==> config.mk <==
export PLATFORM = sky130hd
export DESIGN_NAME = sample_io
export DESIGN_NICKNAME = d
export VERILOG_FILES = /design/src/logic/fft_pkg.sv /design/src/logic/sample_io.sv
export VERILOG_INCLUDE_DIRS = /design/src
export SDC_FILE = /design/constraint.sdc
export NUM_CORES = 1
export LEC_CHECK = 0
export ABC_AREA = 1
export BUFFER_PORTS_ARGS = -buffer_cell sky130_fd_sc_hd__buf_2
export CAP_MARGIN = 40
export CORE_UTILIZATION = 25
export DETAILED_ROUTE_END_ITERATION = 7
export PLACE_DENSITY = 0.73
export SLEW_MARGIN = 30
export SYNTH_ARGS = -nofsm -noshare
export SYNTH_HDL_FRONTEND = slang
export SYNTH_SLANG_ARGS = --single-unit
==> constraint.sdc <==
create_clock -name clk -period 1.2 [get_ports clk]
set_input_delay 0.24 -clock clk [delete_from_list [all_inputs] [get_ports clk]]
set_output_delay 0.24 -clock clk [all_outputs]
set_load 0.05 [all_outputs]
==> src/fft_consts.svh <==
`ifndef FFT_CONSTS_SVH
`define FFT_CONSTS_SVH

// number of points in one transform
`define FFT_N 16

// stage count, also the sample address width
`define FFT_LOG2N 4

// twiddle fraction bits, unity is 16384
`define TW_FRAC 14

// butterfly lanes, 1, 2 or 4
`define NUM_LANES 2

`endif

==> src/logic/fft_pkg.sv <==
`include "fft_consts.svh"

package fft_pkg;

    // real or imaginary part of a sample
    typedef logic signed [15:0] sample_t;

    // twiddle part, Q1.14
    typedef logic signed [15:0] twiddle_t;

    typedef logic [`FFT_LOG2N-1:0] addr_t;
    typedef logic [`FFT_LOG2N-2:0] tw_idx_t;
    typedef logic [$clog2(`FFT_LOG2N)-1:0] stage_t;

    typedef enum logic [1:0] {
        SEQ_IDLE,
        SEQ_ISSUE,
        SEQ_DRAIN,
        SEQ_DONE
    } seq_state_e;

endpackage

==> src/logic/sample_io.sv <==
`timescale 1ns/10ps
`include "fft_consts.svh"

module sample_io (
    input  logic             clk,
    input  logic             rst_n,
    input  logic             in_req_i,
    output logic             in_ack_o,
    input  fft_pkg::sample_t in_re_i,
    input  fft_pkg::sample_t in_im_i,
    output logic             out_req_o,
    input  logic             out_ack_i,
    output fft_pkg::sample_t out_re_o,
    output fft_pkg::sample_t out_im_o,
    output fft_pkg::addr_t   out_idx_o,
    output logic             busy_o,
    output logic             start_o,
    input  logic             done_i,
    output logic             io_we_o,
    output fft_pkg::addr_t   io_addr_o,
    output fft_pkg::sample_t io_wre_o,
    output fft_pkg::sample_t io_wim_o,
    input  fft_pkg::sample_t io_rre_i,
    input  fft_pkg::sample_t io_rim_i
);

    fft_pkg::addr_t in_cnt;
    fft_pkg::addr_t out_cnt;
    fft_pkg::addr_t rev_addr;
    logic           ack_wait;
    logic           out_last;

    always_comb begin
        for (int k = 0; k < `FFT_LOG2N; k++) begin
            rev_addr[k] = in_cnt[`FFT_LOG2N-1-k];
        end
    end

    // a sample is taken on the edge that raises ack
    assign io_we_o   = in_req_i && !in_ack_o && !busy_o;
    assign io_addr_o = busy_o ? out_cnt : rev_addr;
    assign io_wre_o  = in_re_i;
    assign io_wim_o  = in_im_i;

    assign out_re_o  = io_rre_i;
    assign out_im_o  = io_rim_i;
    assign out_idx_o = out_cnt;
    assign out_last  = out_req_o && out_ack_i && (out_cnt == `FFT_N-1);

    // ------------------------------------------------------------------------
    // input side, four-phase receiver
    always_ff @(posedge clk or negedge rst_n) begin
        if (!rst_n) begin
            in_ack_o <= 1'b0;
            in_cnt   <= '0;
            start_o  <= 1'b0;
            busy_o   <= 1'b0;
        end else begin
            start_o <= 1'b0;
            if (io_we_o) begin
                in_ack_o <= 1'b1;
                in_cnt   <= in_cnt + 1'b1;
                if (in_cnt == `FFT_N-1) begin
                    busy_o  <= 1'b1;
                    start_o <= 1'b1;
                end
            end else if (in_ack_o && !in_req_i) begin
                in_ack_o <= 1'b0;
            end
            if (out_last) begin
                busy_o <= 1'b0;
            end
        end
    end

    // ------------------------------------------------------------------------
    // output side, four-phase sender in natural order
    always_ff @(posedge clk or negedge rst_n) begin
        if (!rst_n) begin
            out_req_o <= 1'b0;
            ack_wait  <= 1'b0;
            out_cnt   <= '0;
        end else if (done_i) begin
            out_req_o <= 1'b1;
        end else if (out_req_o && out_ack_i) begin
            out_req_o <= 1'b0;
            out_cnt   <= out_cnt + 1'b1;
            ack_wait  <= !out_last;
        end else if (ack_wait && !out_ack_i) begin
            out_req_o <= 1'b1;
            ack_wait  <= 1'b0;
        end
    end

    a_req_holds: assert property (@(posedge clk) disable iff (!rst_n)
        $fell(out_req_o) |-> $past(out_ack_i));

endmodule

### Word-level counts from Yosys, hierarchy flattened

Cells that the tools add are included.

| operators by class | value |
|---|---|
| $add $sub $neg | 2 |
| equal/unequal tests | 2 |
| mux-type cells | 13 |
| bitwise logic cells | 1 |
| reduce and logical (&&, ||, !) cells | 19 |

Operator list:

| cell | count |
|---|---|
| 2-to-1 mux 1 bit | 12 |
| adder 4 x 1 -> 4 bit (second input constant) | 2 |
| equality test 4 bit (second input constant) | 2 |
| nonzero test 2 bit | 4 |
| logical AND 1 bit | 6 |
| AND reduction 2 bit | 3 |
| zero test 1 bit | 5 |
| 2-to-1 mux 4 bit | 1 |
| nonzero test 3 bit | 1 |
| NOT 1 bit | 1 |

| word-level totals | value |
|---|---|
| register bits | 13 |
| input port bits | 69 |
| output and inout port bits | 77 |
| logic and storage cells | 44 |

### Depth between registers and ports, before layout

| depth | value |
|---|---|
| depth in word-level cells | 5 |
| mapped depth | 6 |
| mapped depth without buffers | 6 |

### Least setup slack after synthesis

OpenSTA, ideal clock, no wires.

| timing | value |
|---|---|
| kind | register -> output |
| from | register busy_o |
| to | output io_addr_o[0] |
| arrival time | 1908 ps |
| required time | 960 ps |
| setup slack | -948 ps |
| stages on the path, launching flop included | 3 |
| cells stage by stage | dfrtp_1 > buf_4 > o21ai_0 |

| between the ends | value |
|---|---|
| longest elaborated chain between the ends | 1 |

Ends and longest elaborated chain:

| item | RTL line | RTL |
|---|---|---|
| start, declared | sample_io.sv:16 | `output logic busy_o,` |
| start signal, assigned | sample_io.sv:57 | `busy_o <= 1'b0;` |
| start signal, assigned | sample_io.sv:64 | `busy_o <= 1'b1;` |
| start signal, assigned | sample_io.sv:71 | `busy_o <= 1'b0;` |
| 2-to-1 mux 4 bit | sample_io.sv:41 | `assign io_addr_o = busy_o ? out_cnt : rev_addr;` |
| end, declared | sample_io.sv:20 | `output fft_pkg::addr_t io_addr_o,` |

Every way passes these cells.

### Worst setup path in the final report

Same ends and word-level chain as after synthesis.

==> flow_summary.json <==
{
  "synth_top_area_share_pct": 42.16,
  "area_growth_pct": -8.324,
  "grt.total_usage_pct": 7.466,
  "layout-drive-gt1-share_pct": 46.79,
  "dr.pass1.iters": 2,
  "portBuffers": 17,
  "clockRootBuffer": "clkbuf_8",
  "critical_path_class": "reg -> out",
  "htreeDepth": 1,
  "postSynthNetCount": 217,
  "setup_tns_ns": -0.7765,
  "finalNetCount": 181,
  "cts_buffers": 3,
  "grt_start_max_net_pins": 14,
  "skew_ns": 0.005119,
  "worst-path-max-fanout": 6,
  "ys_ff_latch": 13,
  "final_cells": 161,
  "die_w_um": 70.04,
  "r2r-start": "busy_o$_DFFE_PN0P_",
  "core-area_mm2": 0.004414,
  "fillers": 461,
  "utilization_pct": 24.04,
  "cts_tree": "done",
  "powerDensity_mw_per_mm2": 2950,
  "syn_area_mm2": 0.001157,
  "arrival_ns": 1.12,
  "max_slew_margin_pct": 79.77,
  "clkTransAtPathRegs_ns": 0.06,
  "syn-mean-instance-area_um2": 7.927,
  "grt-ovfl-total": 0,
  "final_common_cell": "nand2_1",
  "cts_buffer_depth": 2,
  "layout_common_cells": "nand2_1 (25), inv_1 (8), buf_6 (8)",
  "vias_per_cell": 4.143,
  "diodes": 0,
  "rsz0062_at_grt": "yes",
  "synth_cell_types": 18,
  "drv_slew": 0,
  "ir_drop_mv": 1.212,
  "grt_pass1_wl_um": 2891,
  "worst_slack_ns": -0.1641,
  "finalCriticalPeriod_ns": 1.364,
  "regArea_um2": 334.1,
  "finalHoldViolations": 0,
  "worst_pin_slew_ns": 0.3034,
  "yosys_warnings": 0,
  "antenna_found_initial": 0,
  "drt_iter0_drc": 73,
  "hpwl_um": 1331,
  "violations": "setup timing",
  "dp_cells": 155,
  "grt_pass1_vias": 646,
  "multiInputGateArea_um2": 367.9,
  "netlist_instances": 146,
  "die_area_mm2": 0.004906,
  "die_h_um": 70.04,
  "sequentialPowerShare_pct": 26.1,
  "worstSetupStartpointType": "flip-flop",
  "power.internal_w": 0.001561,
  "clock_latency_ns": 0.24,
  "swShare_pct": 50.12,
  "place_congestion": 0.7368,
  "initial_core_util_pct": 26.22,
  "p_leak_nw": 0.4896,
  "yosysTopAreaCell": "buf_4",
  "synth_seq_area_share_pct": 28.11,
  "max_freq_ghz": 0.7331,
  "cap_violations": 0,
  "netlist_top_cells_area": "buf_4 (42%), dfrtp_1 (28%), nand2_1 (9.1%), o21ai_0 (3.5%), inv_1 (2.9%)",
  "power.share.clock_pct": 12.5,
  "drt_wl_total_um": 1690,
  "r2r_slack_ns": 0.13,
  "drc_errors": 0,
  "final_antenna_net_count": 0,
  "vias": 667,
  "dpl_worst_slack_ns": -0.008438,
  "pin_count": 146,
  "pwr-share-comb_pct": 61.3,
  "fin_area_mm2": 0.001061,
  "crit_path_start": "busy_o$_DFFE_PN0P_",
  "critPathCaptureType": "output pin",
  "required_ns": 0.96,
  "status": "complete, but fails checks",
  "p_sw_w": 0.001569,
  "hold_path_startpoint": "in_req_i",
  "finalCritPeriodShare_pct": 113.7,
  "finalSetupViolCount": 6,
  "num_rows": 24,
  "worstHoldPathType": "in -> reg",
  "cts.sinks": 13,
  "wl_per_cell_um": 10.50,
  "postPlaceCellArea_um2": 935.9
}
layout make-up:
| type | count | share of cell area (%) |
|---|---|---|
| clock buffer | 4 | 4.245 |
| inverter | 11 | 3.892 |
| multi-input combinational | 57 | 34.67 |
| sequential | 13 | 31.49 |
| tap | 52 | 6.132 |
| timing repair buffer | 24 | 19.58 |
repair_timing:
| action | CTS | global route |
|---|---|---|
| endpoints found under the hold margin | 13 | 0 |
| hold buffers | 1 | 0 |
| resized for setup | 19 | 2 |
| pin swaps | 1 | 0 |
| setup buffers | 1 | 0 |
| setup endpoints to repair | 7 | 7 |
synth_stat cells:
cell     count
buf_4       65
nand2_1     28
dfrtp_1     13
inv_1        9
o21ai_0      8
nand3_1      5
ha_1         2
inv_2        2
nand2_2      2
nand4_1      2
nor2_4       2
xor2_1       2
nand3_2      1
nor2_1       1
nor2_2       1
o21ai_1      1
o21ai_2      1
xnor2_1      1
metrics by stage:
step           hold slack, ns  power [W]
2_1_floorplan        -0.05559   0.002671
3_3_place_gp           0.1446   0.002475
3_5_place_dp           0.1495   0.002510
4_1_cts                0.2570   0.003147
5_1_grt                0.2621   0.003329
6_report               0.2560   0.003131
worst max-delay path: stages (launching register included):
cell	delay, ns
dfrtp_2	0.44
buf_12	0.16
o21ai_4	0.12
buf_6	0.17
power by group through the flow:
stage	clock network [W]	registers (W)	logic (W)
after floorplan	0	0.00108	0.00159
after global placement	0	0.000806	0.00167
after detailed placement	0	0.000817	0.00169
after CTS	0.000402	0.000819	0.00193
after global routing	0.000420	0.000849	0.00206
final	0.000392	0.000819	0.00192
registers in the layout, summed over array words and instances (netlist names):
signal     count
in_cnt         4
out_idx_o      4
ack_wait       1
busy_o         1
in_ack_o       1
out_req_o      1
start_o        1
layer usage:
metal	share of wire (%)	GRT usage, %
met5	0	0
met4	3.1	6.000
met3	7.0	2.165
met2	49	11.97
met1	41	8.171
final timing paths:
path,depth (start not counted),endpoint
min reg2reg,2,out_req_o$_DFFE_PN0P_
max,3,io_addr_o[0]
max reg2reg,6,in_cnt[2]$_DFFE_PN0P_
max in group asynchronous,2,busy_o$_DFFE_PN0P_
min,3,in_ack_o$_DFFE_PN0P_
min in group asynchronous,2,in_cnt[1]$_DFFE_PN0P_
kinds of logic (layout without fill, tap and decap cells):
kind of cell	after synthesis	in the layout	synth area share, %
xor gates and xnor gates	3	3	2.271
buffers and inverters	76	39	45.73
AOI/OAI and AO/OA	10	10	4.649
and+or+nand+nor	42	42	17.08
DFF	13	13	28.11
adders and majority gates	2	2	2.162
Power figures use the tool's default switching activity.
