===== src/fft_consts.svh =====
`ifndef FFT_CONSTS_SVH
`define FFT_CONSTS_SVH

// number of points in one transform
`define FFT_N 16

// stage count, also the sample address width
`define FFT_LOG2N 4

// twiddle fraction bits, unity is 16384
`define TW_FRAC 14

// butterfly lanes, 1, 2 or 4
`define NUM_LANES 2

`endif


===== src/logic/fft_pkg.sv =====
`include "fft_consts.svh"

package fft_pkg;

    // real or imaginary part of a sample
    typedef logic signed [15:0] sample_t;

    // twiddle part, Q1.14
    typedef logic signed [15:0] twiddle_t;

    typedef logic [`FFT_LOG2N-1:0] addr_t;
    typedef logic [`FFT_LOG2N-2:0] tw_idx_t;
    typedef logic [$clog2(`FFT_LOG2N)-1:0] stage_t;

    typedef enum logic [1:0] {
        SEQ_IDLE,
        SEQ_ISSUE,
        SEQ_DRAIN,
        SEQ_DONE
    } seq_state_e;

endpackage


===== src/logic/bfly_if.sv =====


// operands into one lane
interface bfly_op_if;
    logic              valid;
    fft_pkg::sample_t  a_re, a_im, b_re, b_im;
    fft_pkg::twiddle_t w_re, w_im;
    fft_pkg::addr_t    addr_a, addr_b;

    modport source (output valid, a_re, a_im, b_re, b_im, w_re, w_im, addr_a, addr_b);
    modport sink   (input valid, a_re, a_im, b_re, b_im, w_re, w_im, addr_a, addr_b);
endinterface

// results out of one lane
interface bfly_res_if;
    logic             valid;
    fft_pkg::addr_t   addr_a, addr_b;
    fft_pkg::sample_t y0_re, y0_im, y1_re, y1_im;

    modport source (output valid, addr_a, addr_b, y0_re, y0_im, y1_re, y1_im);
    modport sink   (input valid, addr_a, addr_b, y0_re, y0_im, y1_re, y1_im);
endinterface


===== src/logic/bfly_lane.sv =====
`timescale 1ns/10ps
`include "fft_consts.svh"

module bfly_lane (
    input  logic       clk,
    input  logic       rst_n,
    bfly_op_if.sink    op,
    bfly_res_if.source res
);

    logic signed [31:0] p_re, p_im;
    logic signed [31:0] t_re_full, t_im_full;
    logic signed [17:0] s1_t_re, s1_t_im;
    logic signed [18:0] sum_re, sum_im, dif_re, dif_im;
    fft_pkg::sample_t   s1_a_re, s1_a_im;
    fft_pkg::addr_t     s1_addr_a, s1_addr_b;
    logic               s1_valid;

    // t = b * w, full product then drop the twiddle fraction
    assign p_re      = op.b_re * op.w_re - op.b_im * op.w_im;
    assign p_im      = op.b_re * op.w_im + op.b_im * op.w_re;
    assign t_re_full = p_re >>> `TW_FRAC;
    assign t_im_full = p_im >>> `TW_FRAC;

    assign sum_re = s1_a_re + s1_t_re;
    assign sum_im = s1_a_im + s1_t_im;
    assign dif_re = s1_a_re - s1_t_re;
    assign dif_im = s1_a_im - s1_t_im;

    always_ff @(posedge clk or negedge rst_n) begin
        if (!rst_n) begin
            s1_valid  <= 1'b0;
            res.valid <= 1'b0;
        end else begin
            s1_valid  <= op.valid;
            res.valid <= s1_valid;
        end
    end

    always_ff @(posedge clk) begin
        s1_a_re    <= op.a_re;
        s1_a_im    <= op.a_im;
        s1_t_re    <= t_re_full[17:0];
        s1_t_im    <= t_im_full[17:0];
        s1_addr_a  <= op.addr_a;
        s1_addr_b  <= op.addr_b;
        // halve every stage so the result stays in range
        res.y0_re  <= sum_re[16:1];
        res.y0_im  <= sum_im[16:1];
        res.y1_re  <= dif_re[16:1];
        res.y1_im  <= dif_im[16:1];
        res.addr_a <= s1_addr_a;
        res.addr_b <= s1_addr_b;
    end

endmodule


===== src/flat_wrapper.sv =====
// flat-port wrapper written by rule: the top's interface ports become plain ports
module bfly_lane_flat 
  (clk, rst_n, op_valid, op_a_re, op_a_im, op_b_re, op_b_im, op_w_re, op_w_im, op_addr_a, op_addr_b, res_valid, res_addr_a, res_addr_b, res_y0_re, res_y0_im, res_y1_re, res_y1_im);
  bfly_op_if op_i ();
  bfly_res_if res_i ();
  input  logic clk;
  input  logic rst_n;
  input wire logic [$bits(op_i.valid)-1:0] op_valid;
  input wire logic [$bits(op_i.a_re)-1:0] op_a_re;
  input wire logic [$bits(op_i.a_im)-1:0] op_a_im;
  input wire logic [$bits(op_i.b_re)-1:0] op_b_re;
  input wire logic [$bits(op_i.b_im)-1:0] op_b_im;
  input wire logic [$bits(op_i.w_re)-1:0] op_w_re;
  input wire logic [$bits(op_i.w_im)-1:0] op_w_im;
  input wire logic [$bits(op_i.addr_a)-1:0] op_addr_a;
  input wire logic [$bits(op_i.addr_b)-1:0] op_addr_b;
  output wire logic [$bits(res_i.valid)-1:0] res_valid;
  output wire logic [$bits(res_i.addr_a)-1:0] res_addr_a;
  output wire logic [$bits(res_i.addr_b)-1:0] res_addr_b;
  output wire logic [$bits(res_i.y0_re)-1:0] res_y0_re;
  output wire logic [$bits(res_i.y0_im)-1:0] res_y0_im;
  output wire logic [$bits(res_i.y1_re)-1:0] res_y1_re;
  output wire logic [$bits(res_i.y1_im)-1:0] res_y1_im;
  assign op_i.valid = op_valid;
  assign op_i.a_re = op_a_re;
  assign op_i.a_im = op_a_im;
  assign op_i.b_re = op_b_re;
  assign op_i.b_im = op_b_im;
  assign op_i.w_re = op_w_re;
  assign op_i.w_im = op_w_im;
  assign op_i.addr_a = op_addr_a;
  assign op_i.addr_b = op_addr_b;
  assign res_valid = res_i.valid;
  assign res_addr_a = res_i.addr_a;
  assign res_addr_b = res_i.addr_b;
  assign res_y0_re = res_i.y0_re;
  assign res_y0_im = res_i.y0_im;
  assign res_y1_re = res_i.y1_re;
  assign res_y1_im = res_i.y1_im;
  bfly_lane u_core (.clk(clk), .rst_n(rst_n), .op(op_i), .res(res_i));
endmodule

===== config.mk =====
export PLATFORM = sky130hd
export DESIGN_NAME = bfly_lane_flat
export DESIGN_NICKNAME = d
export VERILOG_FILES = /design/src/logic/fft_pkg.sv /design/src/logic/bfly_if.sv /design/src/logic/bfly_lane.sv /design/src/flat_wrapper.sv
export VERILOG_INCLUDE_DIRS = /design/src
export SDC_FILE = /design/constraint.sdc
export NUM_CORES = 2
export LEC_CHECK = 0
export BUFFER_PORTS_ARGS = -buffer_cell sky130_fd_sc_hd__buf_2
export CORE_ASPECT_RATIO = 1.1
export CORE_MARGIN = 8
export CORE_UTILIZATION = 50
export DETAILED_ROUTE_END_ITERATION = 8
export GPL_ROUTABILITY_DRIVEN = 0
export PLACE_DENSITY = 0.79
export SETUP_SLACK_MARGIN = 0.15
export SYNTH_ARGS = -nofsm -noshare
export SYNTH_HDL_FRONTEND = slang
export SYNTH_SLANG_ARGS = --single-unit

===== constraint.sdc =====
create_clock -name clk -period 5.84 [get_ports clk]
set_clock_uncertainty 0.1 [all_clocks]
set_input_delay 1.168 -clock clk [delete_from_list [all_inputs] [get_ports clk]]
set_output_delay 1.168 -clock clk [all_outputs]
set_load 0.05 [all_outputs]

# ---- Yosys cells after proc, flatten, opt, wreduce, memory -nomap -nowiden
# Index checks and enable logic that the tools add are counted.
dict set report op_classes {
  addsub 6
  mul 4
}
# op n
set ops {}
lappend ops {{multiplier 16 x 16 -> 31 bit} 4}
lappend ops {{adder 16 x 17 -> 17 bit} 2}
lappend ops {{subtractor 16 x 17 -> 17 bit} 2}
lappend ops {{adder 31 bit} 1}
lappend ops {{subtractor 31 bit} 1}
dict set report totals {
  ff_bits 148
  in_bits 107
  out_inout_bits 73
  wordCells 24
}

# ---- Depth between registers and ports, before layout
dict set report logic_depth {
  word_depth 2
  depth_mapped 28
  mapped_depth_nobuf 27
}

# ---- Worst setup path after synthesis
# No wires, ideal clock.
dict set report synth_path {
  kind {input-to-reg}
  from {input port op_b_im[15]}
  to {register u_core.s1_t_re[16]}
  setup_ps 72
  arrival_ps 8264
  t_required_ps 5668
  setup_slack_ps -2596
  path_stages 27
  n_path_buf 2
  path_cell_list {clkbuf_1 -> clkbuf_1 -> nand2_1 -> inv_1 -> fa_1 -> inv_1 -> fa_1 -> inv_1 -> fa_1 -> inv_1 -> fa_1 -> fa_1 -> fa_1 -> fa_1 -> inv_1 -> fa_1 -> inv_1 -> ha_1 -> o21a_1 -> o211ai_2 -> a41oi_1 -> and3_1 -> a221o_1 -> a21oi_2 -> o211ai_1 -> a31oi_1 -> xnor2_1}
}
dict set report synth_between {
  elab_chain_cells 2
}
# element line
set synth_lines {}
lappend synth_lines {{start, declared} flat_wrapper.sv:12} ;# input wire logic [$bits(op_i.b_im)-1:0] op_b_im;
lappend synth_lines {{multiplier 16 x 16 -> 31 bit} bfly_lane.sv:20} ;# assign p_re = op.b_re * op.w_re - op.b_im * op.w_im;
lappend synth_lines {{subtractor 31 bit} bfly_lane.sv:20}
lappend synth_lines {{net u_core.p_re[30]} bfly_lane.sv:11} ;# logic signed [31:0] p_re, p_im;
lappend synth_lines {{end signal, assigned} bfly_lane.sv:43} ;# s1_t_re <= t_re_full[17:0];
lappend synth_lines {{end, declared} bfly_lane.sv:13} ;# logic signed [17:0] s1_t_re, s1_t_im;
# The timed path passes the listed nets, and every way through them passes these cells.

# ---- Worst setup path in the final report
dict set report layout_path {
  from {input port op_w_im[0]}
  to {register u_core.s1_t_re[16]}
}
dict set report layout_between {
  elab_chain_cells 2
}
# element line
set layout_lines {}
lappend layout_lines {{start, declared} flat_wrapper.sv:14} ;# input wire logic [$bits(op_i.w_im)-1:0] op_w_im;
lappend layout_lines {{multiplier 16 x 16 -> 31 bit} bfly_lane.sv:20}
lappend layout_lines {{subtractor 31 bit} bfly_lane.sv:20}
lappend layout_lines {{net u_core.p_re[30]} bfly_lane.sv:11}
# The timed path passes the listed nets, and every way through them passes these cells.

==> results.txt <==
worst path required time = 6120 ps
Post-DP Area = 49200 sq um
CP delay by family, top = adder cells
Nets = 6698
grt ovf = 0
# rows = 114
largest net degree at the start of global routing = 25
crit path kind = input port to register
Worst R2R Setup Slack = 2790 ps
DIE WIDTH = 298 um
Synth cell types = 55
post-layout util = 58.8%
Antenna Violating Nets Remaining = 0
flops & latches, synth = 148
Root Buffer = clkbuf_16
GRT Util Overall = 24.2%
worst path arrival time = 7980 ps
Num CTS Buffers = 17
Hold Path Class = register to register
Ports = 180
Final WS setup = -1860 ps
R2R depth = 11
final hold violations = 0
ys flop type = dfxtp_1
fin. max-slew vios = 0
Post-synth EDFFs = 0
Post-Synthesis Cells = 4673
hpwl dp = 97800 um
initial antenna violation count = 8
Max Cap Viol = 0
CTS tree = built
H-tree level count = 4
worst hold start = u_core.s1_addr_a[0]
Initial DRC Count = 2214
# fillers = 7022
initial core utilization = 50.2%
Die Area = 97500 sq um
Post-Route WL = 116000 um
Yosys Warn Count = 0
crit-path max FO = 4
clock tree buffer depth = 2
Worst path max stage delay = 550 ps
Vias per Instance = 5.12
first-pass GRT wire length = 187000 um
vias in the first global route = 36200
r2r endpoint = u_core.res.y1_im[14]
IO Port Bufs = 179
post-synthesis sequential area ratio = 6.78%
CP bufs+invs = 8
Worst path slowest cell = fa_1
Rel. slew slack = 53.5%
CP most frequent cell = fa_1
total core area = 87400 sq um
final instance area = 51400 sq um
share of cells above drive strength 1 = 16.8%
failing checks = setup timing
reg2reg start = u_core.s1_t_im[1]
hold path cells = 0
Hold Path Sink = u_core.res.addr_a[0]
Non-Filler Instances = 6295
placed instance count = 6205
clk slew on worst S/H paths = 70 ps
routed len/inst = 18.4 um
clock sink count = 148
run status = finished, violations left
# DRC = 0
crit end category = register
chip height = 327 um
RSZ-0062 raised after global routing = true
Critical Path Source Type = input port
Syn-to-layout area delta = 17.2%
fmax = 130 MHz
worst-skew pair later-pin latency = 450 ps
DR vias = 32200
slew of the pin with the lowest slew margin = 689 ps
Avg Inst Size Synth = 9.39 sq um
commonest non-fill, non-tap cell in the layout = inv_1
synthesized area = 43900 sq um
Final min period = 7700 ps
drt pass-1 iters = 5
Final setup violation count = 34
syn_nets = 6255
ys async rst share = 1.35%
most frequent cells in the layout = inv_1 (1281), fa_1 (1088), nand2_1 (556), and2_1 (401), buf_4 (381)
final worst-path cycle share = 132%
[layout make-up]
type	instances	area, sq um	area share, %
Clock inverter	14	121	0.236
Sequential cell	148	2970	5.78
Clock buffer	18	439	0.854
Tap cell	1160	1450	2.82
Antenna cell	6	15.0	0.0292
Multi-Input combinational cell	3009	36100	70.2
Inverter	1313	4930	9.60
Timing Repair Buffer	627	5380	10.5
[sequential cells by signal, summed over array words and instances (netlist names), 16 cells and up]
signal            flops
u_core.res.y0_re     16
u_core.s1_t_re       17
u_core.res.y1_re     16
u_core.s1_a_re       16
u_core.res.y0_im     16
u_core.s1_a_im       16
u_core.s1_t_im       17
u_core.res.y1_im     16
[per-stage QoR]
stage	setup WS (ps)	hold slack (ps)	setup TNS, ps
floorplan	-2110	210	-48860
global placement	-2400	210	-67470
detailed placement	-2520	215	-70770
CTS	-1730	230	-47580
global route	-2050	234	-55140
finish	-1860	227	-49810
[cell usage after synthesis (all sizes together), types with 5 or more instances]
cell	number	share of area, %
ha	352	10
inv	1313	11
nor2	84	0.72
and2	420	6.0
nand2	574	4.9
o31a	5	0.10
nand3	19	0.23
xor2	35	0.70
dfxtp	146	6.7
nand4	5	0.071
and3	5	0.074
xnor2	111	2.2
o21ai	32	0.37
nor3	32	0.37
o211ai	5	0.097
o21bai	13	0.22
o21a	10	0.17
fa	1123	51
a31oi	13	0.19
nor2b	22	0.34
nand2b	34	0.48
a21oi	68	0.81
clkbuf	199	1.7
or2	5	0.071
a21o	10	0.17
[metal layers]
layer	wire (um)	share of wire (%)	global-route usage [%]	vias up
met1	42000	36	29.7	16300
li1	-	-	-	14100
met2	57400	50	41.0	1427
met3	9780	8.4	4.67	328
met5	16	0.014	0	-
met4	6540	5.6	12.0	2
[worst max path at each step]
stage                startpoint            endpoint  slack, ps  cells after the start
finish               op_w_im[0]  u_core.s1_t_re[16]      -1860                     27
global placement     op_w_im[2]  u_core.s1_t_re[16]      -2400                     25
global route         op_w_re[0]  u_core.s1_t_re[16]      -2050                     28
floorplan           op_b_im[15]  u_core.s1_t_re[16]      -2110                     27
detailed placement   op_w_im[2]  u_core.s1_t_re[16]      -2520                     25
CTS                  op_w_im[0]  u_core.s1_t_re[16]      -1730                     27
[worst reg2reg max path: stages, from the launching register on]
cell      delay (ps)
dfxtp_1          400
inv_1            110
ha_1             290
inv_1             60
o21bai_1          70
a21oi_1          260
o21ai_1          180
o41ai_1          600
o211ai_1         280
a31o_2           290
a21oi_1          200
xnor2_1          150
[cell families (layout without fill, tap and decap cells)]
| family | count (synthesis) | after routing | synth area share (%) |
|---|---|---|---|
| buffers and inverters | 1516 | 1972 | 13.0 |
| adder cells (fa/ha/maj) | 1475 | 1475 | 61.3 |
| AND/OR/NAND/NOR | 1206 | 1206 | 13.4 |
| AO/OA/AOI/OAI | 182 | 182 | 2.70 |
| flip-flops | 148 | 148 | 6.78 |
| XOR/XNOR | 146 | 146 | 2.91 |
| other | 0 | 6 | 0 |
[what timing repair did]
| item | 4_1_cts | 5_1_grt |
|---|---|---|
| buffers inserted | 30 | 18 |
| hold buffers | 0 | 0 |
| resized for setup | 193 | 110 |
| pin swaps | 124 | 90 |
| setup endpoints to repair | 34 | 34 |
| cloned | 1 | 3 |
Power is not shown: default switching activity piles up to over one toggle a cycle in this logic, so the estimate is an artifact.
