**config.mk**
```make
export PLATFORM = sky130hd
export DESIGN_NAME = butterfly_sequencer_flat
export DESIGN_NICKNAME = d
export VERILOG_FILES = /design/src/logic/fft_pkg.sv /design/src/logic/bfly_if.sv /design/src/logic/butterfly_sequencer.sv /design/src/flat_wrapper.sv
export VERILOG_INCLUDE_DIRS = /design/src
export SDC_FILE = /design/constraint.sdc
export NUM_CORES = 1
export LEC_CHECK = 0
export ABC_AREA = 1
export BUFFER_PORTS_ARGS = -buffer_cell sky130_fd_sc_hd__buf_4
export CAP_MARGIN = 15
export CORE_AREA = 2 2 44 46
export DETAILED_ROUTE_END_ITERATION = 8
export DIE_AREA = 0 0 46 48
export PLACE_DENSITY = 0.9
export SETUP_SLACK_MARGIN = 0.05
export SYNTH_ARGS = -nofsm -noshare
export SYNTH_HDL_FRONTEND = slang
export SYNTH_SLANG_ARGS = --single-unit
```
**constraint.sdc**
```tcl
create_clock -name clk -period 7.6 [get_ports clk]
set_input_delay 1.52 -clock clk [delete_from_list [all_inputs] [get_ports clk]]
set_output_delay 1.52 -clock clk [all_outputs]
set_load 0.01 [all_outputs]
```
**src/fft_consts.svh**
```systemverilog
`ifndef FFT_CONSTS_SVH
`define FFT_CONSTS_SVH

// number of points in one transform
`define FFT_N 16

// stage count, also the sample address width
`define FFT_LOG2N 4

// twiddle fraction bits, unity is 16384
`define TW_FRAC 14

// butterfly lanes, 1, 2 or 4
`define NUM_LANES 2

`endif

```
**src/logic/fft_pkg.sv**
```systemverilog
`include "fft_consts.svh"

package fft_pkg;

    // real or imaginary part of a sample
    typedef logic signed [15:0] sample_t;

    // twiddle part, Q1.14
    typedef logic signed [15:0] twiddle_t;

    typedef logic [`FFT_LOG2N-1:0] addr_t;
    typedef logic [`FFT_LOG2N-2:0] tw_idx_t;
    typedef logic [$clog2(`FFT_LOG2N)-1:0] stage_t;

    typedef enum logic [1:0] {
        SEQ_IDLE,
        SEQ_ISSUE,
        SEQ_DRAIN,
        SEQ_DONE
    } seq_state_e;

endpackage

```
**src/logic/bfly_if.sv**
```systemverilog
`timescale 1ns/10ps

// one butterfly request per valid strobe
interface pair_if;
    logic             valid;
    fft_pkg::addr_t   addr_a;
    fft_pkg::addr_t   addr_b;
    fft_pkg::tw_idx_t tw_idx;

    modport sequencer (output valid, addr_a, addr_b, tw_idx);
    modport dispatch  (input valid, addr_a, addr_b, tw_idx);
endinterface


```
**src/logic/butterfly_sequencer.sv**
```systemverilog
`timescale 1ns/10ps
`include "fft_consts.svh"

module butterfly_sequencer (
    input  logic      clk,
    input  logic      rst_n,
    input  logic      start_i,
    input  logic      drained_i,
    pair_if.sequencer pair,
    output logic      done_o
);

    fft_pkg::seq_state_e      state;
    fft_pkg::stage_t          stage;
    logic [`FFT_LOG2N-2:0]    pair_idx;
    logic [`FFT_LOG2N-1:0]    j_ext, span, j_low, base;

    // stage addressing, span is 2**stage
    always_comb begin
        j_ext = {1'b0, pair_idx};
        span  = {{(`FFT_LOG2N-1){1'b0}}, 1'b1} << stage;
        j_low = j_ext & (span - 1'b1);
        base  = ((j_ext >> stage) << stage) << 1;
    end

    assign done_o = (state == fft_pkg::SEQ_DONE);

    always_ff @(posedge clk or negedge rst_n) begin
        if (!rst_n) begin
            state      <= fft_pkg::SEQ_IDLE;
            stage      <= '0;
            pair_idx   <= '0;
            pair.valid <= 1'b0;
        end else begin
            pair.valid <= 1'b0;
            case (state)
                fft_pkg::SEQ_IDLE: begin
                    stage    <= '0;
                    pair_idx <= '0;
                    if (start_i) state <= fft_pkg::SEQ_ISSUE;
                end
                fft_pkg::SEQ_ISSUE: begin
                    pair.valid <= 1'b1;
                    pair_idx   <= pair_idx + 1'b1;
                    if (&pair_idx) state <= fft_pkg::SEQ_DRAIN;
                end
                fft_pkg::SEQ_DRAIN: begin
                    // next stage reads what this one wrote
                    if (drained_i) begin
                        if (stage == `FFT_LOG2N-1) begin
                            state <= fft_pkg::SEQ_DONE;
                        end else begin
                            stage <= stage + 1'b1;
                            state <= fft_pkg::SEQ_ISSUE;
                        end
                    end
                end
                default: state <= fft_pkg::SEQ_IDLE;
            endcase
        end
    end

    always_ff @(posedge clk) begin
        pair.addr_a <= base + j_low;
        pair.addr_b <= base + j_low + span;
        pair.tw_idx <= fft_pkg::tw_idx_t'(j_low[`FFT_LOG2N-2:0] << (`FFT_LOG2N-1 - stage));
    end

    a_pair_distinct: assert property (@(posedge clk) disable iff (!rst_n)
        pair.valid |-> (pair.addr_a != pair.addr_b));

endmodule

```
**src/flat_wrapper.sv**
```systemverilog
// flat-port wrapper written by rule: the top's interface ports become plain ports
module butterfly_sequencer_flat 
  (clk, rst_n, start_i, drained_i, done_o, pair_valid, pair_addr_a, pair_addr_b, pair_tw_idx);
  pair_if pair_i ();
  input  logic clk;
  input  logic rst_n;
  input  logic start_i;
  input  logic drained_i;
  output logic done_o;
  output wire logic [$bits(pair_i.valid)-1:0] pair_valid;
  output wire logic [$bits(pair_i.addr_a)-1:0] pair_addr_a;
  output wire logic [$bits(pair_i.addr_b)-1:0] pair_addr_b;
  output wire logic [$bits(pair_i.tw_idx)-1:0] pair_tw_idx;
  assign pair_valid = pair_i.valid;
  assign pair_addr_a = pair_i.addr_a;
  assign pair_addr_b = pair_i.addr_b;
  assign pair_tw_idx = pair_i.tw_idx;
  butterfly_sequencer u_core (.clk(clk), .rst_n(rst_n), .start_i(start_i), .drained_i(drained_i), .pair(pair_i), .done_o(done_o));
endmodule
```
# Word-level counts from Yosys, hierarchy flattened
# Index checks and enable logic that the tools add are counted.
word_totals:
  elab_cells: 42
  ff_bits: 19
  inputBits: 4
classes:
  add_sub_neg: 6
  n_bitwise: 1
  n_shift: 4
  muxes: 10
  eq_ne: 8
  reduce_logical: 6
ops:
  columns: ["operator", "n"]
  rows:
  - ["<< shifter 3 x 32 -> 3 bit", 1]
  - ["2-to-1 mux 2 bit", 6]
  - ["AND reduction 3 bit", 3]
  - ["adder 4 bit", 2]
  - ["== test 2 bit (second input constant)", 3]
  - ["!= test 2 bit (second input constant)", 3]
  - ["one-hot mux 2 bit (3 select lines)", 1]
  - ["one-hot mux 3 bit (2 select lines)", 1]
  - ["bitwise AND 3 x 4 -> 4 bit", 1]
  - ["one-hot mux 2 bit (2 select lines)", 1]
  - ["nonzero test 2 bit", 2]
  - ["<< shifter 1 x 2 -> 4 bit (first input constant)", 1]
  - ["<< shifter 4 x 2 -> 3 bit", 1]
  - [">> shifter 3 x 2 -> 4 bit", 1]
  - ["subtractor 4 x 1 -> 4 bit (second input constant)", 1]
  - ["adder 3 x 1 -> 3 bit (second input constant)", 1]
  - ["subtractor 2 x 2 -> 3 bit (first input constant)", 1]
  - ["adder 2 x 1 -> 2 bit (second input constant)", 1]
  - ["== test 2 x 1 -> 1 bit (second input constant)", 1]
  - ["zero test 2 bit", 1]
  - ["!= test 2 x 1 -> 1 bit (second input constant)", 1]
  - ["2-to-1 mux 1 bit", 1]

# Longest topological paths before layout
depth:
  ltp_word: 5
  mapped_depth: 17

# Worst setup path before layout
# Ideal clock, no wire load.
synth_timing:
  path_type: "flip-flop to flip-flop"
  from: "reg u_core.stage[0]"
  to: "reg u_core.pair.addr_b[3]"
  slack_ns: 5.148
  required_ns: 7.488
  stages_incl_launch_ff: 18
  n_path_buf: 0
  arrival_ns: 2.340
  cell_sequence: "dfrtp_1 inv_1 ha_1 inv_1 nand2_1 nand3_1 inv_1 ha_1 inv_1 fa_1 inv_1 ha_1 nand2_1 nand2_1 nand2_1 nand2_1 nand2_1 nand2_1"
synth_between:
  elab_chain_len: 5
synth_rtl:
  columns: ["item", "line", "text"]
  rows:
  - ["from (decl)", "butterfly_sequencer.sv:14", "fft_pkg::stage_t stage;"]
  - ["from (signal assigned)", "butterfly_sequencer.sv:53", "stage <= stage + 1'b1;"]
  - ["<< shifter 1 x 2 -> 4 bit", "butterfly_sequencer.sv:21", "span = {{(`FFT_LOG2N-1){1'b0}}, 1'b1} << stage;"]
  - ["subtractor 4 x 1 -> 4 bit", "butterfly_sequencer.sv:22", "j_low = j_ext & (span - 1'b1);"]
  - ["bitwise AND 3 x 4 -> 4 bit", "butterfly_sequencer.sv:22", null]
  - ["adder 4 bit", "butterfly_sequencer.sv:65", "pair.addr_b <= base + j_low + span;"]
  - ["adder 4 bit *", "butterfly_sequencer.sv:65", null]
  - ["to (signal assigned)", "butterfly_sequencer.sv:65", null]
  - ["to (decl)", "bfly_if.sv:10", "modport sequencer (output valid, addr_a, addr_b, tw_idx);"]
# Every way passes the cells marked *; elsewhere a longest branch is shown, timed or not.
# A chain may end at the register's enable or synchronous reset.

# Worst setup path after layout
# Same ends and word-level chain as after synthesis.

==> summary.md <==
| Metric | Value |
|---|---|
| First-pass GRT wire length | `2746 um` |
| Final nets | `145` |
| P&R area growth vs syn | `16.67%` |
| Total negative slack | `0 ns` |
| CTS root buffer | `clkbuf_4` |
| Kind of critical path | `reg -> reg` |
| Worst Setup EP | `u_core.pair.addr_b[3]` |
| Cts repair resizes | `0` |
| Die Y | `48 um` |
| Hold Violations, Final | `0` |
| Clk pwr share | `13.2%` |
| TritonCTS clock tree | `built` |
| Worst min path class | `reg -> reg` |
| Synth cell types | `19` |
| Tcrit/Tclk final | `36.81%` |
| CTS Sinks | `19` |
| DRC Markers | `0` |
| Max Transition Viols Final | `0` |
| Initial antenna violation count | `0` |
| Diodes inserted | `0` |
| CP Cell Sequence | `inv_1, ha_1, inv_1, nand2_1, nand3_1, inv_1, ha_1, inv_1, fa_1, inv_1, ha_1, nand2_1, nand2_1, nand2_1, nand2_1, nand2_1, nand2_1` |
| Adder-Cell Fraction of Synth Area | `17.60%` |
| Core box area | `1689 um2` |
| R2r setup slk | `4.80 ns` |
| TritonCTS Buffers | `3` |
| Worst Setup SP | `u_core.stage[0]` |
| Yosys Warn Count | `0` |
| Maximum VDD drop | `182.1 uV` |
| Share of layout cells above drive strength 1 | `18.75%` |
| Internal | `0.2306 mW` |
| WL/cell | `11.59 um` |
| Final WL | `1681 um` |
| CP Max Fanout | `7` |
| Post-synth ARST share | `42.11%` |
| Pwr/cell area | `348.5 nW/um2` |
| CP Buf/Inv Count | `5` |
| Vias in the first global route | `678` |
| Achievable clock frequency | `357.5 MHz` |
| Logic gate share of total power | `43.5%` |
| Number of H-tree levels | `1` |
| Remaining antenna violation count | `0` |
| Max Cap Viol | `0` |
| Mean cell area of the mapped netlist | `8.609 um2` |
| Net Sw Power | `0.1510 mW` |
| Most Frequent Cell on Critical Path | `nand2_1` |
| Worst Skew | `0.001451 ns` |
| Final setup vio count | `0` |
| Synth Register Bits | `19` |
| Compound-cell area share of the yosys netlist | `6.133%` |
| Count leader, synth | `nand2_1` |
| GP Congestion | `0.7772` |
| Proportion of synthesized area in mux cells | `0%` |
| Die Footprint | `2208 um2` |
| Grt ovf | `0` |
| RSZ-0062 raised after global routing | `false` |
| Row cnt | `15` |
| Worst reg2reg path depth | `17` |
| Die W | `46 um` |
| Tot GR Track Use | `17.90%` |
| Iter 0 DRT Violations | `12` |
| Largest area contributor in the netlist | `dfxtp_1` |
| Status | `complete, no violations` |
| Synth top area share | `23.47%` |
| Avg Vias per Cell | `5.034` |
| Sw Share | `39.58%` |
| Worst setup EP type | `register` |
| Skew-Pair Late Insertion Delay | `0.29 ns` |
| EDFF count, synth | `0` |
| Clock tree buffer depth | `2` |
| Synth area leaders | `dfxtp_1, dfrtp_1, ha_1, nand2_1, inv_1` |
| Most used DFF post-synth | `dfxtp_1` |
| Largest net degree at the start of global routing | `11` |
| Initial core utilization | `55.56%` |
| Syn_nets | `125` |
| Vias | `730` |
| Most frequent cells after synthesis | `nand2_1, inv_1, dfxtp_1, ha_1, nand3_1` |
| Post-CTS Hold Buffers | `0` |
| Levels on crit path | `17` |
| Req. time, crit path | `7.80 ns` |
| CP top delay family | `adder cells` |
| Dpl hpwl | `1294 um` |
| Netlist Area Pre-Place | `938.4 um2` |
| Synth Area in XOR/XNOR | `0.9333%` |
| Crit Reg-Reg Endpoint | `u_core.pair.addr_b[3]` |
| Worst Path Arrival | `3.00 ns` |
| Largest family of logic cells by synthesized area | `simple AND/OR/NAND/NOR gates` |
| Post-Synth Simple-Gate Area | `22.13%` |
| Slowest Stage Delay on Critical Path | `0.47 ns` |
| Post-synthesis cell count | `109` |
| # IOs | `17` |
| Register area share after synthesis | `44.80%` |
| Slowest CP cell | `dfrtp_1` |
| P_leak | `0.5988 nW` |
| DR pass1 iterations | `4` |
| Total power | `0.3816 mW` |
| Reg-to-reg critical path startpoint | `u_core.stage[0]` |
| Clk slew on worst S/H paths | `0.10 ns` |
| Tmin final | `2.798 ns` |
| IO buf count | `16` |
| # Post-CTS Setup Buffers | `0` |
| Share of power burned in registers | `43.2%` |
| Type of origin of the critical path | `register` |
-- worst min-delay path by stage --
stage / start / end / slack, ns / cells after the start
global route: u_core.pair_idx[0] / u_core.pair_idx[0] / 0.57 / 1
finish: u_core.pair_idx[0] / u_core.pair_idx[0] / 0.53 / 1
detailed placement: u_core.pair_idx[0] / u_core.pair_idx[0] / 0.52 / 1
floorplan: u_core.pair_idx[0] / u_core.pair_idx[0] / 0.49 / 1
global placement: u_core.pair_idx[0] / u_core.pair_idx[0] / 0.52 / 1
CTS: u_core.pair_idx[0] / u_core.pair_idx[0] / 0.53 / 1
-- registers in the layout, summed over array words and instances (netlist names) --
name,flops
u_core.pair.addr_b,4
u_core.pair.tw_idx,3
u_core.pair.valid,1
u_core.pair.addr_a,4
u_core.stage,2
u_core.state,2
u_core.pair_idx,3
-- per-stage QoR --
stage	setup slack (ns)	util (%)	hold slack (ns)	cell area (um2)	instances
after floorplan	5.148	-	0.4864	938.4	109
after global placement	4.995	63.26	0.5222	1069	141
after detailed placement	4.853	63.26	0.5188	1069	141
after CTS	4.826	64.81	0.5329	1095	145
after global routing	4.580	64.81	0.5698	1095	145
final	4.802	64.81	0.5308	1095	145
-- cells in the final DEF (no fill, tap or decap) --
cell / synthesis / routed
clkbuf_4: 0 / 3
or2_1: 1 / 1
o21ai_0: 4 / 4
xor2_1: 1 / 1
dfxtp_1: 11 / 11
buf_4: 0 / 16
o21ai_1: 2 / 2
fa_1: 2 / 2
a21oi_1: 2 / 2
nand2_1: 27 / 27
nand3_1: 9 / 9
clkbuf_1: 0 / 1
nor3_1: 3 / 3
inv_1: 16 / 16
dfrtp_1: 8 / 8
nor2_1: 4 / 4
conb_1: 1 / 1
nand2_2: 4 / 4
ha_1: 10 / 10
a22o_1: 2 / 2
inv_2: 1 / 1
-- logic make-up (layout without fill, tap and decap cells) --
kind of cell | count (synthesis) | after routing
DFF | 19 | 19
other | 1 | 1
and+or+nand+nor | 48 | 48
adders and majority gates | 12 | 12
xor gates and xnor gates | 1 | 1
buffers and inverters | 18 | 37
AOI/OAI and AO/OA | 10 | 10
-- power by group through the flow --
stage / sequential [mW] / combinational [mW] / clock, mW
after floorplan: 0.169 / 0.108 / 0
after global placement: 0.166 / 0.160 / 0
after detailed placement: 0.167 / 0.168 / 0
after CTS: 0.165 / 0.168 / 0.0516
after global routing: 0.171 / 0.191 / 0.0550
final: 0.165 / 0.166 / 0.0505
-- routing by layer --
layer  track usage (%)  part of all wire, %
met5                 0                    0
met2             32.22                   52
met4             12.00                  3.6
met1             18.93                   40
met3             3.396                  4.3
-- cell type report --
type                    count  area [um2]
clock buffers               4       26.28
well taps                  17       21.27
flip-flops and latches     19       420.4
multi-input cells          72       442.9
repair buffers             16       120.1
fillers                   137       594.3
inverters                  17       63.81
(Power assumes the default switching activity.)
